$ cat src/include/atm_settings.svh
`ifndef ATM_SETTINGS_SVH
`define ATM_SETTINGS_SVH

// bus widths
`define ATM_IN_W    32
`define ATM_OUT_W   32
`define ATM_DISP_W  5

// account record
`define ATM_BAL_W   16
`define ATM_PIN_W   14
`define ATM_CASH_W  10

`define ATM_INIT_BAL  50
`define ATM_INIT_PIN  2000

// cycles a timed state waits for input
`define ATM_DWELL   8

`endif
$ cat src/hdl/atm_pkg.sv
`include "atm_settings.svh"

package atm_pkg;

    // display codes as decoded by the panel
    typedef enum logic [`ATM_DISP_W-1:0] {
        MSG_ENTRY           = 0,
        MSG_LANG            = 1,
        MSG_ENTER_PIN       = 2,
        MSG_SELECT_OPTION   = 3,
        MSG_ANOTHER         = 4,
        MSG_THANK_YOU       = 5,
        MSG_INVALID_PIN     = 6,
        MSG_ENTER_CASH      = 8,
        MSG_CONFIRM         = 9,
        MSG_TAKE_CASH       = 10,
        MSG_DEP_ACCEPTED    = 11,
        MSG_CURRENT_BAL     = 12,
        MSG_TRANS_PROCESSED = 13,
        MSG_RECEIPT         = 17,
        MSG_RE_ENTER_PIN    = 23,
        MSG_PIN_CHANGED     = 24
    } disp_msg_e;

    typedef enum logic [2:0] {
        SVC_NONE    = 0,
        SVC_DEPOSIT = 2,
        SVC_INQUIRY = 3,
        SVC_PIN     = 4
    } service_e;

    // one input word read as a pin or as a menu answer
    typedef union packed {
        struct packed {
            logic [`ATM_IN_W-`ATM_PIN_W-1:0] upper;
            logic [`ATM_PIN_W-1:0]           pin;
        } pin_view;
        struct packed {
            logic [`ATM_IN_W-4:0] upper;
            logic [2:0]           code;     // bit 0 is the yes flag
        } menu_view;
    } atm_entry_u;

    typedef struct packed {
        disp_msg_e              disp;
        logic                   valid;
        logic [`ATM_OUT_W-1:0]  data;
    } svc_out_t;

endpackage

$ cat src/hdl/atm_top.sv
`timescale 1ns/1ps
`include "atm_settings.svh"

module atm_top (
    input  logic                   clk,
    input  logic                   rst,
    input  logic                   in_valid,
    input  logic [`ATM_IN_W-1:0]   in_data,
    output logic [`ATM_DISP_W-1:0] disp_sig,
    output logic                   data_valid,
    output logic [`ATM_OUT_W-1:0]  out_data
);
    import atm_pkg::*;

    atm_entry_u            entry;
    service_e              svc_code;
    service_e              active_svc;
    svc_out_t              session_out;
    svc_out_t              dep_out;
    svc_out_t              inq_out;
    svc_out_t              pin_out;
    logic                  svc_start;
    logic                  svc_done;
    logic                  dep_done;
    logic                  inq_done;
    logic                  pin_done;
    logic                  dep_timer_req;
    logic                  inq_timer_req;
    logic                  pin_timer_req;
    logic                  timer_done;
    logic                  bal_we;
    logic                  pin_we;
    logic [`ATM_BAL_W-1:0] bal_wdata;
    logic [`ATM_BAL_W-1:0] balance;
    logic [`ATM_PIN_W-1:0] pin_wdata;
    logic [`ATM_PIN_W-1:0] stored_pin;

    assign entry    = in_data;
    assign svc_done = dep_done | inq_done | pin_done;

    session_ctrl i_session (
        .clk(clk), .rst(rst), .in_valid(in_valid), .in_data(entry),
        .stored_pin(stored_pin), .svc_done(svc_done), .svc_start(svc_start),
        .svc_code(svc_code), .active_svc(active_svc), .session_out(session_out)
    );

    deposit_service i_deposit (
        .clk(clk), .rst(rst), .svc_start(svc_start && svc_code == SVC_DEPOSIT),
        .in_valid(in_valid), .in_data(entry), .balance(balance), .timer_done(timer_done),
        .timer_req(dep_timer_req), .bal_we(bal_we), .bal_wdata(bal_wdata),
        .done(dep_done), .dep_out(dep_out)
    );

    inquiry_service i_inquiry (
        .clk(clk), .rst(rst), .svc_start(svc_start && svc_code == SVC_INQUIRY),
        .in_valid(in_valid), .in_data(entry), .balance(balance), .timer_done(timer_done),
        .timer_req(inq_timer_req), .done(inq_done), .inq_out(inq_out)
    );

    pin_change_service i_pin_change (
        .clk(clk), .rst(rst), .svc_start(svc_start && svc_code == SVC_PIN),
        .in_valid(in_valid), .in_data(entry), .timer_done(timer_done),
        .timer_req(pin_timer_req), .pin_we(pin_we), .pin_wdata(pin_wdata),
        .done(pin_done), .pin_out(pin_out)
    );

    account_store i_store (
        .clk(clk), .rst(rst), .bal_we(bal_we), .bal_wdata(bal_wdata), .pin_we(pin_we),
        .pin_wdata(pin_wdata), .balance(balance), .stored_pin(stored_pin)
    );

    service_select i_select (
        .clk(clk), .rst(rst), .active_svc(active_svc), .session_out(session_out),
        .dep_out(dep_out), .inq_out(inq_out), .pin_out(pin_out),
        .dep_timer_req(dep_timer_req), .inq_timer_req(inq_timer_req),
        .pin_timer_req(pin_timer_req), .timer_done(timer_done), .disp_sig(disp_sig),
        .data_valid(data_valid), .out_data(out_data)
    );

endmodule

$ cat src/hdl/service_select.sv
`timescale 1ns/1ps
`include "atm_settings.svh"

module service_select (
    input  logic                   clk,
    input  logic                   rst,
    input  atm_pkg::service_e      active_svc,
    input  atm_pkg::svc_out_t      session_out,
    input  atm_pkg::svc_out_t      dep_out,
    input  atm_pkg::svc_out_t      inq_out,
    input  atm_pkg::svc_out_t      pin_out,
    input  logic                   dep_timer_req,
    input  logic                   inq_timer_req,
    input  logic                   pin_timer_req,
    output logic                   timer_done,
    output logic [`ATM_DISP_W-1:0] disp_sig,
    output logic                   data_valid,
    output logic [`ATM_OUT_W-1:0]  out_data
);
    import atm_pkg::*;

    localparam int CNT_W = $clog2(`ATM_DWELL + 1);

    svc_out_t   bus;
    logic       active_req;
    logic [CNT_W-1:0] count;

    always_comb
    begin
        bus        = session_out;
        active_req = 1'b0;
        case (active_svc)
            SVC_DEPOSIT:
            begin
                bus        = dep_out;
                active_req = dep_timer_req;
            end
            SVC_INQUIRY:
            begin
                bus        = inq_out;
                active_req = inq_timer_req;
            end
            SVC_PIN:
            begin
                bus        = pin_out;
                active_req = pin_timer_req;
            end
            default:
                bus = session_out;
        endcase
    end

    assign disp_sig   = bus.disp;
    assign data_valid = bus.valid;
    assign out_data   = bus.data;

    // dwell counter restarts after each expiry so back to back timed states work
    assign timer_done = active_req && (count == CNT_W'(`ATM_DWELL));

    always_ff @(posedge clk or negedge rst)
    begin
        if (!rst)
            count <= '0;
        else if (!active_req || timer_done)
            count <= '0;
        else
            count <= count + 1'b1;
    end

    assert property (@(posedge clk) disable iff (!rst)
        timer_done |-> $past(active_req, `ATM_DWELL));

endmodule

$ cat src/hdl/account_store.sv
`timescale 1ns/1ps
`include "atm_settings.svh"

module account_store (
    input  logic                  clk,
    input  logic                  rst,
    input  logic                  bal_we,
    input  logic [`ATM_BAL_W-1:0] bal_wdata,
    input  logic                  pin_we,
    input  logic [`ATM_PIN_W-1:0] pin_wdata,
    output logic [`ATM_BAL_W-1:0] balance,
    output logic [`ATM_PIN_W-1:0] stored_pin
);

    always_ff @(posedge clk or negedge rst)
    begin
        if (!rst)
        begin
            balance    <= `ATM_BAL_W'(`ATM_INIT_BAL);
            stored_pin <= `ATM_PIN_W'(`ATM_INIT_PIN);
        end
        else
        begin
            if (bal_we)
                balance <= bal_wdata;
            if (pin_we)
                stored_pin <= pin_wdata;   // new pin counts from the next card
        end
    end

    // deposit and pin change never run in the same session step
    assert property (@(posedge clk) disable iff (!rst) !(bal_we && pin_we));

endmodule

$ cat src/hdl/pin_change_service.sv
`timescale 1ns/1ps
`include "atm_settings.svh"

module pin_change_service (
    input  logic                  clk,
    input  logic                  rst,
    input  logic                  svc_start,
    input  logic                  in_valid,
    input  atm_pkg::atm_entry_u   in_data,
    input  logic                  timer_done,
    output logic                  timer_req,
    output logic                  pin_we,
    output logic [`ATM_PIN_W-1:0] pin_wdata,
    output logic                  done,
    output atm_pkg::svc_out_t     pin_out
);
    import atm_pkg::*;

    typedef enum logic [2:0] {
        P_IDLE,
        P_ENTER,
        P_REENTER,
        P_PROC,
        P_BAD,
        P_DONE
    } state_e;

    state_e                state;
    state_e                next_state;
    logic [`ATM_PIN_W-1:0] new_pin;

    assign pin_wdata = new_pin;
    assign pin_we    = (state == P_PROC) && timer_done;   // commit on leaving processing

    always_ff @(posedge clk or negedge rst)
    begin
        if (!rst)
            state <= P_IDLE;
        else
            state <= next_state;
    end

    always_ff @(posedge clk)
    begin
        if (state == P_ENTER && in_valid)
            new_pin <= in_data.pin_view.pin;
    end

    always_comb
    begin
        next_state    = state;
        timer_req     = 1'b0;
        done          = 1'b0;
        pin_out.disp  = MSG_ENTRY;
        pin_out.valid = 1'b0;
        pin_out.data  = '0;
        case (state)
            P_IDLE:
            begin
                if (svc_start)
                    next_state = P_ENTER;
            end
            P_ENTER:
            begin
                pin_out.disp = MSG_ENTER_PIN;
                if (in_valid)
                    next_state = P_REENTER;
            end
            P_REENTER:
            begin
                pin_out.disp = MSG_RE_ENTER_PIN;
                if (in_valid)
                    next_state = (in_data.pin_view.pin == new_pin) ? P_PROC : P_BAD;
            end
            P_PROC:
            begin
                pin_out.disp = MSG_TRANS_PROCESSED;
                timer_req    = 1'b1;
                if (timer_done)
                    next_state = P_DONE;
            end
            P_BAD:
            begin
                pin_out.disp = MSG_INVALID_PIN;
                next_state   = P_ENTER;   // start over
            end
            P_DONE:
            begin
                pin_out.disp = MSG_PIN_CHANGED;
                done         = 1'b1;
                next_state   = P_IDLE;
            end
            default:
                next_state = P_IDLE;
        endcase
    end

endmodule

$ cat src/hdl/inquiry_service.sv
`timescale 1ns/1ps
`include "atm_settings.svh"

module inquiry_service (
    input  logic                  clk,
    input  logic                  rst,
    input  logic                  svc_start,
    input  logic                  in_valid,
    input  atm_pkg::atm_entry_u   in_data,
    input  logic [`ATM_BAL_W-1:0] balance,
    input  logic                  timer_done,
    output logic                  timer_req,
    output logic                  done,
    output atm_pkg::svc_out_t     inq_out
);
    import atm_pkg::*;

    typedef enum logic [1:0] {
        I_IDLE,
        I_SHOW,
        I_ASK,
        I_RECEIPT
    } state_e;

    state_e state;
    state_e next_state;

    always_ff @(posedge clk or negedge rst)
    begin
        if (!rst)
            state <= I_IDLE;
        else
            state <= next_state;
    end

    always_comb
    begin
        next_state    = state;
        timer_req     = 1'b0;
        done          = 1'b0;
        inq_out.disp  = MSG_ENTRY;
        inq_out.valid = 1'b0;
        inq_out.data  = '0;
        case (state)
            I_IDLE:
            begin
                if (svc_start)
                    next_state = I_SHOW;
            end
            I_SHOW:
            begin
                inq_out.disp  = MSG_CURRENT_BAL;
                inq_out.valid = 1'b1;
                inq_out.data  = `ATM_OUT_W'(balance);
                next_state    = I_ASK;
            end
            I_ASK:
            begin
                inq_out.disp = MSG_RECEIPT;
                if (in_valid)
                begin
                    done       = ~in_data.menu_view.code[0];   // no receipt wanted
                    next_state = in_data.menu_view.code[0] ? I_RECEIPT : I_IDLE;
                end
            end
            default:
            begin
                inq_out.disp  = MSG_TRANS_PROCESSED;
                inq_out.valid = 1'b1;
                inq_out.data  = `ATM_OUT_W'(balance);
                timer_req     = 1'b1;
                if (timer_done)
                begin
                    done       = 1'b1;
                    next_state = I_IDLE;
                end
            end
        endcase
    end

endmodule

$ cat src/hdl/deposit_service.sv
`timescale 1ns/1ps
`include "atm_settings.svh"

module deposit_service (
    input  logic                  clk,
    input  logic                  rst,
    input  logic                  svc_start,
    input  logic                  in_valid,
    input  atm_pkg::atm_entry_u   in_data,
    input  logic [`ATM_BAL_W-1:0] balance,
    input  logic                  timer_done,
    output logic                  timer_req,
    output logic                  bal_we,
    output logic [`ATM_BAL_W-1:0] bal_wdata,
    output logic                  done,
    output atm_pkg::svc_out_t     dep_out
);
    import atm_pkg::*;

    typedef enum logic [2:0] {
        D_IDLE,
        D_ENTER,
        D_CONFIRM,
        D_RETURN,
        D_ACCEPT
    } state_e;

    state_e                 state;
    state_e                 next_state;
    logic [`ATM_CASH_W-1:0] cash;
    logic                   yes;

    assign yes       = in_data.menu_view.code[0];
    assign bal_wdata = balance + `ATM_BAL_W'(cash);

    always_ff @(posedge clk or negedge rst)
    begin
        if (!rst)
            state <= D_IDLE;
        else
            state <= next_state;
    end

    always_ff @(posedge clk)
    begin
        if (state == D_ENTER && in_valid)
            cash <= in_data[`ATM_CASH_W-1:0];
    end

    always_comb
    begin
        next_state    = state;
        timer_req     = 1'b0;
        bal_we        = 1'b0;
        done          = 1'b0;
        dep_out.disp  = MSG_ENTRY;
        dep_out.valid = 1'b0;
        dep_out.data  = '0;
        case (state)
            D_IDLE:
            begin
                if (svc_start)
                    next_state = D_ENTER;
            end
            D_ENTER:
            begin
                dep_out.disp = MSG_ENTER_CASH;
                timer_req    = 1'b1;
                if (in_valid)
                    next_state = D_CONFIRM;
                else if (timer_done)
                begin
                    done       = 1'b1;   // nothing inserted, give up
                    next_state = D_IDLE;
                end
            end
            D_CONFIRM:
            begin
                dep_out.disp  = MSG_CONFIRM;
                dep_out.valid = 1'b1;
                dep_out.data  = `ATM_OUT_W'(cash);
                if (in_valid)
                begin
                    bal_we     = yes;
                    next_state = yes ? D_ACCEPT : D_RETURN;
                end
            end
            D_RETURN:
            begin
                dep_out.disp  = MSG_TAKE_CASH;
                dep_out.valid = 1'b1;
                dep_out.data  = `ATM_OUT_W'(cash);
                timer_req     = 1'b1;
                if (timer_done)
                    next_state = D_ENTER;
            end
            D_ACCEPT:
            begin
                // store already holds the new balance here
                dep_out.disp  = MSG_DEP_ACCEPTED;
                dep_out.valid = 1'b1;
                dep_out.data  = `ATM_OUT_W'(balance);
                done          = 1'b1;
                next_state    = D_IDLE;
            end
            default:
                next_state = D_IDLE;
        endcase
    end

endmodule

$ cat src/hdl/session_ctrl.sv
`timescale 1ns/1ps
`include "atm_settings.svh"

module session_ctrl (
    input  logic                  clk,
    input  logic                  rst,
    input  logic                  in_valid,
    input  atm_pkg::atm_entry_u   in_data,
    input  logic [`ATM_PIN_W-1:0] stored_pin,
    input  logic                  svc_done,
    output logic                  svc_start,
    output atm_pkg::service_e     svc_code,
    output atm_pkg::service_e     active_svc,
    output atm_pkg::svc_out_t     session_out
);
    import atm_pkg::*;

    typedef enum logic [2:0] {
        S_IDLE,
        S_LANG,
        S_PIN,
        S_MENU,
        S_BUSY,
        S_PROMPT,
        S_BAD_PIN,
        S_EXIT
    } state_e;

    state_e state;
    state_e next_state;
    logic   code_ok;

    assign svc_code  = service_e'(in_data.menu_view.code);
    assign code_ok   = (svc_code == SVC_DEPOSIT) || (svc_code == SVC_INQUIRY) ||
                       (svc_code == SVC_PIN);
    assign svc_start = (state == S_MENU) && in_valid && code_ok;

    always_ff @(posedge clk or negedge rst)
    begin
        if (!rst)
        begin
            state      <= S_IDLE;
            active_svc <= SVC_NONE;
        end
        else
        begin
            state <= next_state;
            if (svc_start)
                active_svc <= svc_code;
            else if (svc_done)
                active_svc <= SVC_NONE;
        end
    end

    always_comb
    begin
        next_state        = state;
        session_out.disp  = MSG_ENTRY;
        session_out.valid = 1'b0;
        session_out.data  = '0;
        case (state)
            S_IDLE:
            begin
                if (in_valid)
                    next_state = S_LANG;   // card inserted
            end
            S_LANG:
            begin
                session_out.disp  = MSG_LANG;
                session_out.valid = in_valid;   // echoed in the strobe cycle
                session_out.data  = `ATM_OUT_W'(in_valid & in_data.menu_view.code[0]);
                if (in_valid)
                    next_state = S_PIN;
            end
            S_PIN:
            begin
                session_out.disp = MSG_ENTER_PIN;
                if (in_valid)
                    next_state = (in_data.pin_view.pin == stored_pin) ? S_MENU : S_BAD_PIN;
            end
            S_MENU:
            begin
                session_out.disp = MSG_SELECT_OPTION;
                if (svc_start)
                    next_state = S_BUSY;   // unknown codes stay here
            end
            S_BUSY:
            begin
                session_out.disp = MSG_SELECT_OPTION;
                if (svc_done)
                    next_state = S_PROMPT;
            end
            S_PROMPT:
            begin
                session_out.disp = MSG_ANOTHER;
                if (in_valid)
                    next_state = in_data.menu_view.code[0] ? S_MENU : S_EXIT;
            end
            S_BAD_PIN:
            begin
                session_out.disp = MSG_INVALID_PIN;
                next_state       = S_EXIT;
            end
            default:
            begin
                session_out.disp = MSG_THANK_YOU;
                next_state       = S_IDLE;
            end
        endcase
    end

    // a service only starts when none is running
    assert property (@(posedge clk) disable iff (!rst)
        svc_start |-> (active_svc == SVC_NONE));

endmodule

$ cat config.mk
export PLATFORM = sky130hd
export DESIGN_NAME = atm_top
export DESIGN_NICKNAME = d
export VERILOG_FILES = /design/src/hdl/atm_pkg.sv /design/src/hdl/atm_top.sv /design/src/hdl/service_select.sv /design/src/hdl/account_store.sv /design/src/hdl/pin_change_service.sv /design/src/hdl/inquiry_service.sv /design/src/hdl/deposit_service.sv /design/src/hdl/session_ctrl.sv
export VERILOG_INCLUDE_DIRS = /design/src /design/src/include
export SDC_FILE = /design/constraint.sdc
export NUM_CORES = 1
export LEC_CHECK = 0
export ABC_AREA = 1
export BUFFER_PORTS_ARGS = -buffer_cell sky130_fd_sc_hd__buf_4
export CORE_UTILIZATION = 55
export CTS_CLUSTER_SIZE = 40
export DETAILED_ROUTE_END_ITERATION = 8
export HOLD_SLACK_MARGIN = 0.15
export PLACE_DENSITY_LB_ADDON = 0.1
export SYNTH_ARGS = -nofsm -noshare
export SYNTH_HDL_FRONTEND = slang
export SYNTH_HIERARCHICAL = 1
export SYNTH_SLANG_ARGS = --single-unit
$ cat constraint.sdc
create_clock -name clk -period 2.7 [get_ports clk]
set_input_delay 0.27 -clock clk [delete_from_list [all_inputs] [get_ports clk]]
set_output_delay 0.27 -clock clk [all_outputs]
set_load 0.01 [all_outputs]
==> results of run 1 <==
==> state kept, by name, summed over array words and instances, names as in the netlist, 4 cells and up <==
register	count
i_pin_change/pin_wdata	14
i_store/stored_pin	14
i_store/balance	16
i_deposit/cash	10
i_select/count	4
==> timing repair <==
action	in CTS	in global routing
hold endpoints to repair	48	0
hold buffers	9	0
resized for setup	0	0
==> cell type report <==
cell class | count | area [sq um]
inverter | 181 | 679
tap | 168 | 210
sequential | 72 | 1930
clock inverter | 6 | 68.8
fill | 1246 | 4790
multi-input combinational | 862 | 3810
timing repair buffer | 62 | 488
clock buffer | 10 | 229
==> synth_stat cells (2+ instances only) <==
master / number / area share, %
a21oi_1: 7 / 0.50
a21oi_2: 2 / 0.25
a32o_1: 10 / 1.4
buf_2: 8 / 0.57
buf_4: 114 / 12
buf_6: 6 / 0.96
clkbuf_1: 7 / 0.37
conb_1: 4 / 0.21
dfrtp_1: 39 / 14
dfstp_2: 9 / 3.4
edfxtp_1: 24 / 10
ha_1: 16 / 2.8
inv_1: 163 / 8.7
inv_2: 18 / 0.96
nand2_1: 486 / 26
nand2_2: 10 / 0.89
nand3_1: 29 / 2.1
nand3b_1: 2 / 0.21
nand4_1: 4 / 0.36
nor2_1: 139 / 7.4
nor2_2: 4 / 0.36
nor2_4: 2 / 0.32
nor3_1: 4 / 0.28
nor3_2: 3 / 0.43
o21ai_0: 6 / 0.43
o21ai_1: 4 / 0.28
o21ai_2: 2 / 0.25
o21bai_1: 5 / 0.53
o22ai_2: 3 / 0.53
xnor2_1: 6 / 0.75
xor2_1: 7 / 0.87
==> per-stage QoR <==
stage | instances | util [%]
2_1_floorplan | 1250 | -
3_3_place_gp | 1336 | 57.6
3_5_place_dp | 1336 | 57.6
4_1_cts | 1361 | 60.8
5_1_grt | 1361 | 60.8
6_report | 1361 | 60.8
==> where the power goes <==
part / internal, mW / switching, mW / leakage [nW]
Sequential: 1.40 / 0.267 / 0.825
Combinational: 1.33 / 2.32 / 3.39
Clock: 0.720 / 0.482 / 0.145
Total: 3.46 / 3.07 / 4.36
==> final timing paths <==
path                                                        to  cells past startpoint  slack (ns)                               from
max                             i_session/state[0]$_DFFE_PN0P_                     15        0.30  i_pin_change/state[1]$_DFFE_PN0P_
min in group asynchronous      i_store/balance[13]$_DFFE_PN0P_                      2        0.50                                rst
min reg2reg                  i_store/stored_pin[7]$_DFFE_PN1P_                      2        0.47  i_store/stored_pin[7]$_DFFE_PN1P_
max in group asynchronous    i_store/stored_pin[0]$_DFFE_PN0P_                      2        1.72                                rst
min                        i_pin_change/pin_wdata[3]$_DFFE_PP_                      1        0.16                         in_data[3]
max reg2reg                     i_session/state[0]$_DFFE_PN0P_                     15        0.30  i_pin_change/state[1]$_DFFE_PN0P_
==> kinds of logic after synthesis <==
kind of cell	Yosys count	share of synthesized area, %
flops	72	27.5
xor+xnor	13	1.62
other cells	4	0.213
fa+ha+maj	17	3.13
compound gates	42	4.52
buf+inv	316	23.7
simple gates	689	39.3
==> metal layers <==
layer	GRT usage [%]	up-vias	share of wire (%)
met5	0	-	0
met4	6.15	0	1.5
met3	5.22	21	3.9
met2	41.9	95	48
met1	29.3	2601	46
li1	-	3286	-
==> results by group, run 1 <==
Power and ir drop
  • Leakage: 4.36 nW
  • Worst VDD drop: about 540 uV
  • Pwr Total: 6.52 mW
  • PwrDens: ~880 mW/mm^2

Timing
  • Final hold vios: 0
  • Final TNS setup: 0 ns
  • Clock skew: roughly 0.0085 ns
  • Setup-failing EPs final: 0
  • Fmax: 417 MHz
  • Minimum clock period: 2.40 ns
  • Worst-margin pin slew: roughly 0.71 ns
  • Fin. max-slew vios: 0
  • Tcrit/Tclk final: between 80% and 90%
  • Slew HR: a little over half
  • Final setup margin: between 0.3 and 0.4 ns
  • RSZ-0062 raised after global routing: false
  • Hold WS: approximately 0.16 ns

Global routing
  • Largest net degree at the start of global routing: slightly below 50
  • Vias in the first global route: around 5,500
  • First-pass GRT wire length: ~25,000 um
  • Total GRT Usage: 23.8%
  • Grt total ovfl: 0
  • Antenna violations before repair: 0

Placement
  • IO Port Bufs: 38
  • DP Worst Slack: 0.340 ns
  • Hpwl dp: between 10,000 and 15,000 um
  • Routability Congestion: approximately 0.86
  • Cell Area, Placed: 0.00703 sq mm

Die
  • Num ports: 73
  • Placement Rows: 40
  • Die X-Extent: between 100 and 150 um
  • Core ar.: 0.0122 sq mm
  • Die ar.: around 0.013 sq mm
  • Initial Util: between 50% and 60%
  • Die Span Y: roughly 120 um

Finish
  • Fin nets: around 1,200
  • Share of layout cells above drive strength 1: a little over a tenth
  • Layout area overhead: 5.55%
  • Commonest non-fill, non-tap cells in the layout: 486 x nand2_1, 163 x inv_1, 138 x nor2_1, 101 x conb_1, 53 x buf_4
  • Commonest non-fill, non-tap cell in the layout: nand2_1
  • Final Cell Area: 0.00742 sq mm
  • N_diodes: 0

Critical path
  • Startpoint types: flop
  • Max stage delay on crit path: 0.38 ns
  • CP max FO: 5
  • Critical Path End Type: flop
  • Slowest cell on the critical path: dfrtp_1
  • CP cell instances: inv_2 > nor2_4 > nand2_1 > inv_1 > nand3_1 > nand3_1 > nor2b_1 > inv_1 > o31ai_1 > nor2_1 > nand2_1 > o21ai_1 > a21oi_2 > or2_1 > nand2_1
  • CP required: 2.94 ns
  • Critical path class: reg -> reg
  • Worst EP arrival: between 2 and 3 ns
  • Worst path top cell family by delay: simple AND/OR/NAND/NOR gates
  • CP Buf/Inv Count: 3
  • Cell mode on critical path: nand2_1

Route
  • Post-DR vias/cell: approximately 4.4
  • Total iterations of the first detailed-routing run: 4
  • Via Count: 6,003
  • Routed len/inst: 10.6 um
  • Total Wirelength: 14,500 um
  • Routed Antenna Nets: 0
  • Residual DRC: 0
  • 1st-iter DRT viols: just under 300

Synthesis
  • Post-Syn Area per Cell: 6.10 sq um
  • FFs w/ async S/R, synth: 66.7%
  • Synth Flop Type: dfrtp_1
  • Cell count after synthesis: 1,153
  • Cell variety after synth: 41
  • Sequential element share of the synthesized area: 27.5%
  • Total number of yosys warnings: 6
  • Register bit total from synthesis: 72
  • EDFF count, synth: 24
  • Netlist Area Pre-Place: roughly 0.007 sq mm

CTS
  • Skew-Pair Late Insertion Delay: between 0.3 and 0.4 ns
  • Clk buf depth: 2
  • CTS buffer count: 9
  • Clock Pin Slew Worst Setup and Hold Paths: 0.06 ns
  • Clock sink total: 72
  • H-tree levels: 3
  • Root buffer cell: clkbuf_16
  • CTS tree: built
  • Buffer count from post-CTS setup fixing: 0

Worst hold path
  • Hold crit path type: in -> reg

Run
  • Max-Cap Viols: 0

Run status
  • Status: finished, final reports clean
Power figures use the tool's default switching activity.
==> inputs of run 2 (changes only) <==
--- a/config.mk
+++ b/config.mk
@@ -15,5 +15,4 @@
 export PLACE_DENSITY_LB_ADDON = 0.1
 export SYNTH_ARGS = -nofsm -noshare
 export SYNTH_HDL_FRONTEND = slang
-export SYNTH_HIERARCHICAL = 1
 export SYNTH_SLANG_ARGS = --single-unit
==> run 2 against run 1 <==
Synthesized area down 33%. First-iteration DRC count down 29%. Hold slack better by 0.0030 ns. Largest power group unchanged.
==> results by group, run 2 <==
Run status
  • Status: finished, final reports clean

Finish
  • Share of layout cells above drive strength 1: 15.6% (+5.1 points)
  • Reg with most FFs: i_store.balance
  • Commonest non-fill, non-tap cells in the layout: 166 x nand2_1, 89 x inv_1, 70 x nor2_1, 43 x buf_4, 39 x dfrtp_1
  • Commonest non-fill, non-tap cell in the layout: nand2_1
  • Fin nets: 722 (-42%)
  • N_diodes: 0 (unchanged)
  • Layout area overhead: 14.5%
  • Max FFs per register: 16 (unchanged)

Synthesis
  • Netlist Area Pre-Place: 0.00471 sq mm (-33%)
  • Sequential element share of the synthesized area: 41.1% (+14 points)
  • FFs w/ async S/R, synth: 66.7% (unchanged)
  • Most frequent cell after synthesis: nand2_1
  • Synth top cells by count: 166 x nand2_1, 89 x inv_1, 70 x nor2_1
  • Post-Syn Area per Cell: 7.69 sq um (+26%)
  • Total number of yosys warnings: 0 (-6)
  • EDFF count, synth: 24 (unchanged)
  • Synth Flop Type: dfrtp_1
  • Top post-synthesis cells by area: dfrtp_1 21%, edfxtp_1 15%, nand2_1 13%
  • Cell variety after synth: 45 (+9.8%)
  • Top-area cell type share of the netlist area: 20.7% (-5.2 points)
  • Register bit total from synthesis: 72 (unchanged)
  • Area leader, netlist: dfrtp_1
  • Cell count after synthesis: 612 (-47%)

Critical path
  • CP Buf/Inv Count: 2 (-1)
  • Slowest cell on the critical path: dfrtp_1
  • RR Startpoint: i_store.balance[1]$_DFFE_PN1P_
  • Worst EP arrival: 2.03 ns (-0.60 ns)
  • Critical Path Stages: 6 (-9)
  • Critical Path End Type: output pin
  • Crit Reg-Reg Endpoint: i_store.balance[6]$_DFFE_PN0P_
  • Setup crit start: i_pin_change.state[2]$_DFFE_PN0P_
  • CP cell instances: inv_1 > ha_1 > a21boi_0 > o21ai_0 > a31oi_1 > buf_4
  • CP max FO: 6 (+1)
  • CP required: 2.43 ns (-0.51 ns)
  • CP endpoint: disp_sig[1]
  • Reg2Reg Setup Slack: 0.72 ns (+0.42 ns)
  • Max stage delay on crit path: 0.44 ns (+0.06 ns)
  • Critical path class: reg -> out
  • Startpoint types: flop
  • FF-to-FF path depth: 8 (-7)
  • Worst path top cell family by delay: compound AO/OA/AOI/OAI gates

Timing
  • Fmax: 434 MHz (+4.2%)
  • Fin. max-slew vios: 0 (unchanged)
  • Final TNS setup: 0 ns (unchanged)
  • Minimum clock period: 2.30 ns (-0.0959 ns)
  • Tcrit/Tclk final: 85.3% (-3.6 points)
  • Worst-margin pin slew: 0.787 ns (+0.0717 ns)
  • Slew HR: 47.4% (-4.9 points)
  • Setup-failing EPs final: 0 (unchanged)
  • Final hold vios: 0 (unchanged)
  • RSZ-0062 raised after global routing: false
  • Hold WS: 0.166 ns (+0.00299 ns)
  • Clock skew: 0.00849 ns (-0.00000505 ns)

Route
  • Total Wirelength: 10,400 um (-28%)
  • Post-DR vias/cell: 5.18 (+17%)
  • Residual DRC: 0 (unchanged)
  • Routed Antenna Nets: 0 (unchanged)
  • 1st-iter DRT viols: 209 (-29%)
  • Routed len/inst: 13.4 um (+26%)
  • Via Count: 4,022 (-33%)
  • Total iterations of the first detailed-routing run: 4 (unchanged)

Power and ir drop
  • Clock power frac: 22.5% (+4.1 points)
  • Leakage: 2.63 nW (-40%)
  • Psw: 1.84 mW (-40%)
  • Int Pwr: 2.73 mW (-21%)
  • Gate power share: 42.4% (-14 points)
  • Share of power burned in registers: 35.1% (+9.5 points)
  • Switching Fraction: 40.2% (-6.8 points)
  • PwrDens: 848 mW/mm^2 (-3.5%)
  • Worst VDD drop: 535 uV (-0.54%)

CTS
  • Clk buf depth: 2 (unchanged)
  • Clock sink total: 72 (unchanged)
  • CTS tree: built
  • H-tree levels: 3 (unchanged)
  • CTS buffer count: 9 (unchanged)
  • Root buffer cell: clkbuf_8
  • Buffer count from post-CTS setup fixing: 0 (unchanged)
  • Clock Pin Slew Worst Setup and Hold Paths: 0.08 ns (+0.02 ns)
  • Skew-Pair Late Insertion Delay: 0.35 ns (about the same)

Placement
  • Routability Congestion: 0.919 (+7.2%)
  • IO Port Bufs: 38 (unchanged)
  • Hpwl dp: 7480 um (-28%)

Global routing
  • Antenna violations before repair: 0 (unchanged)
  • Grt total ovfl: 0 (unchanged)
  • First-pass GRT wire length: 17,600 um (-29%)
  • Vias in the first global route: 3,826 (-30%)
  • Largest net degree at the start of global routing: 49 (unchanged)
  • Total GRT Usage: 25.5% (+1.7 points)

Worst hold path
  • Hold crit path type: in -> reg

Die
  • Die ar.: 0.00893 sq mm (-33%)
  • Die Span Y: 94.5 um (-18%)
  • Placement Rows: 33 (-18%)
  • Core ar.: 0.00826 sq mm (-32%)
  • Die X-Extent: 94.5 um (-18%)
  • Num ports: 73 (unchanged)
  • Initial Util: 57.0% (-0.56 points)

Run
  • Max-Cap Viols: 0 (unchanged)
## run 2: repair_timing
item	CTS	global route
resized for setup	0	0
setup endpoints to repair	0	0
endpoints found under the hold margin	56	0
hold buffers	12	0
## run 2: worst min path at each step
stage | start | endpoint | slack, ns | cells past startpoint
after floorplan | rst | i_deposit.state[0]$_DFFE_PN0P_ | -0.03 | 0
after global placement | rst | i_store.balance[9]$_DFFE_PN0P_ | 0.35 | 1
after global routing | in_data[2] | i_pin_change.pin_wdata[2]$_DFFE_PP_ | 0.16 | 1
final | in_data[2] | i_pin_change.pin_wdata[2]$_DFFE_PP_ | 0.17 | 1
after CTS | in_data[2] | i_deposit.cash[2]$_DFFE_PP_ | 0.16 | 1
after detailed placement | rst | i_store.balance[7]$_DFFE_PN0P_ | 0.34 | 1
## run 2: logic make-up after synthesis
group	synth area share, %
AO/OA/AOI/OAI	10.2
XOR/XNOR	3.16
adder cells (fa/ha/maj)	5.47
buffers and inverters	11.3
flip-flops	41.1
other	0.0796
AND/OR/NAND/NOR	28.7
## run 2: per-layer routing
metal  vias to the layer above  share of wire, %  track usage, %
li1                       2029                 -               -
met1                      1893                47            33.4
met2                        81                48            43.4
met3                        19               2.9            3.38
met4                         0               2.1            8.84
met5                         -                 0               0
## run 2: cell type report
type	instances	area [sq um]
Timing Repair Buffer	55	443
Inverter	93	349
Multi-Input combinational cell	436	2300
Sequential cell	72	1930
Tap cell	105	131
Clock inverter	6	108
Clock buffer	10	128
Fill cell	724	2870
## run 2: power by group through the flow
stage / registers [mW] / clock network (mW) / logic, mW
after floorplan: 1.52 / 0 / 1.49
after global placement: 1.60 / 0 / 1.85
after CTS: 1.60 / 1.04 / 1.94
after global routing: 1.64 / 1.10 / 2.22
final: 1.60 / 1.03 / 1.94
after detailed placement: 1.62 / 0 / 1.90
## run 2: worst reg2reg max path, stage by stage, from the launching register on
cell and delay, ns:
dfstp_2 0.55, inv_1 0.07, fa_1 0.43, inv_1 0.10, nand3_1 0.07, nand2_1 0.14
a21boi_0 0.12, or2_2 0.28, a31oi_1 0.14
## run 2: metrics by stage
step                      std cells  utilization, %  area, sq um  power [mW]  setup slack, ns
after global placement          749            61.0         5030        3.45            0.761
after floorplan                 627               -         4760        3.02            0.890
after global routing            777            65.3         5390        4.95            0.184
final                           777            65.3         5390        4.57            0.398
after detailed placement        749            61.0         5030        3.52            0.740
after CTS                       777            65.3         5390        4.58            0.393
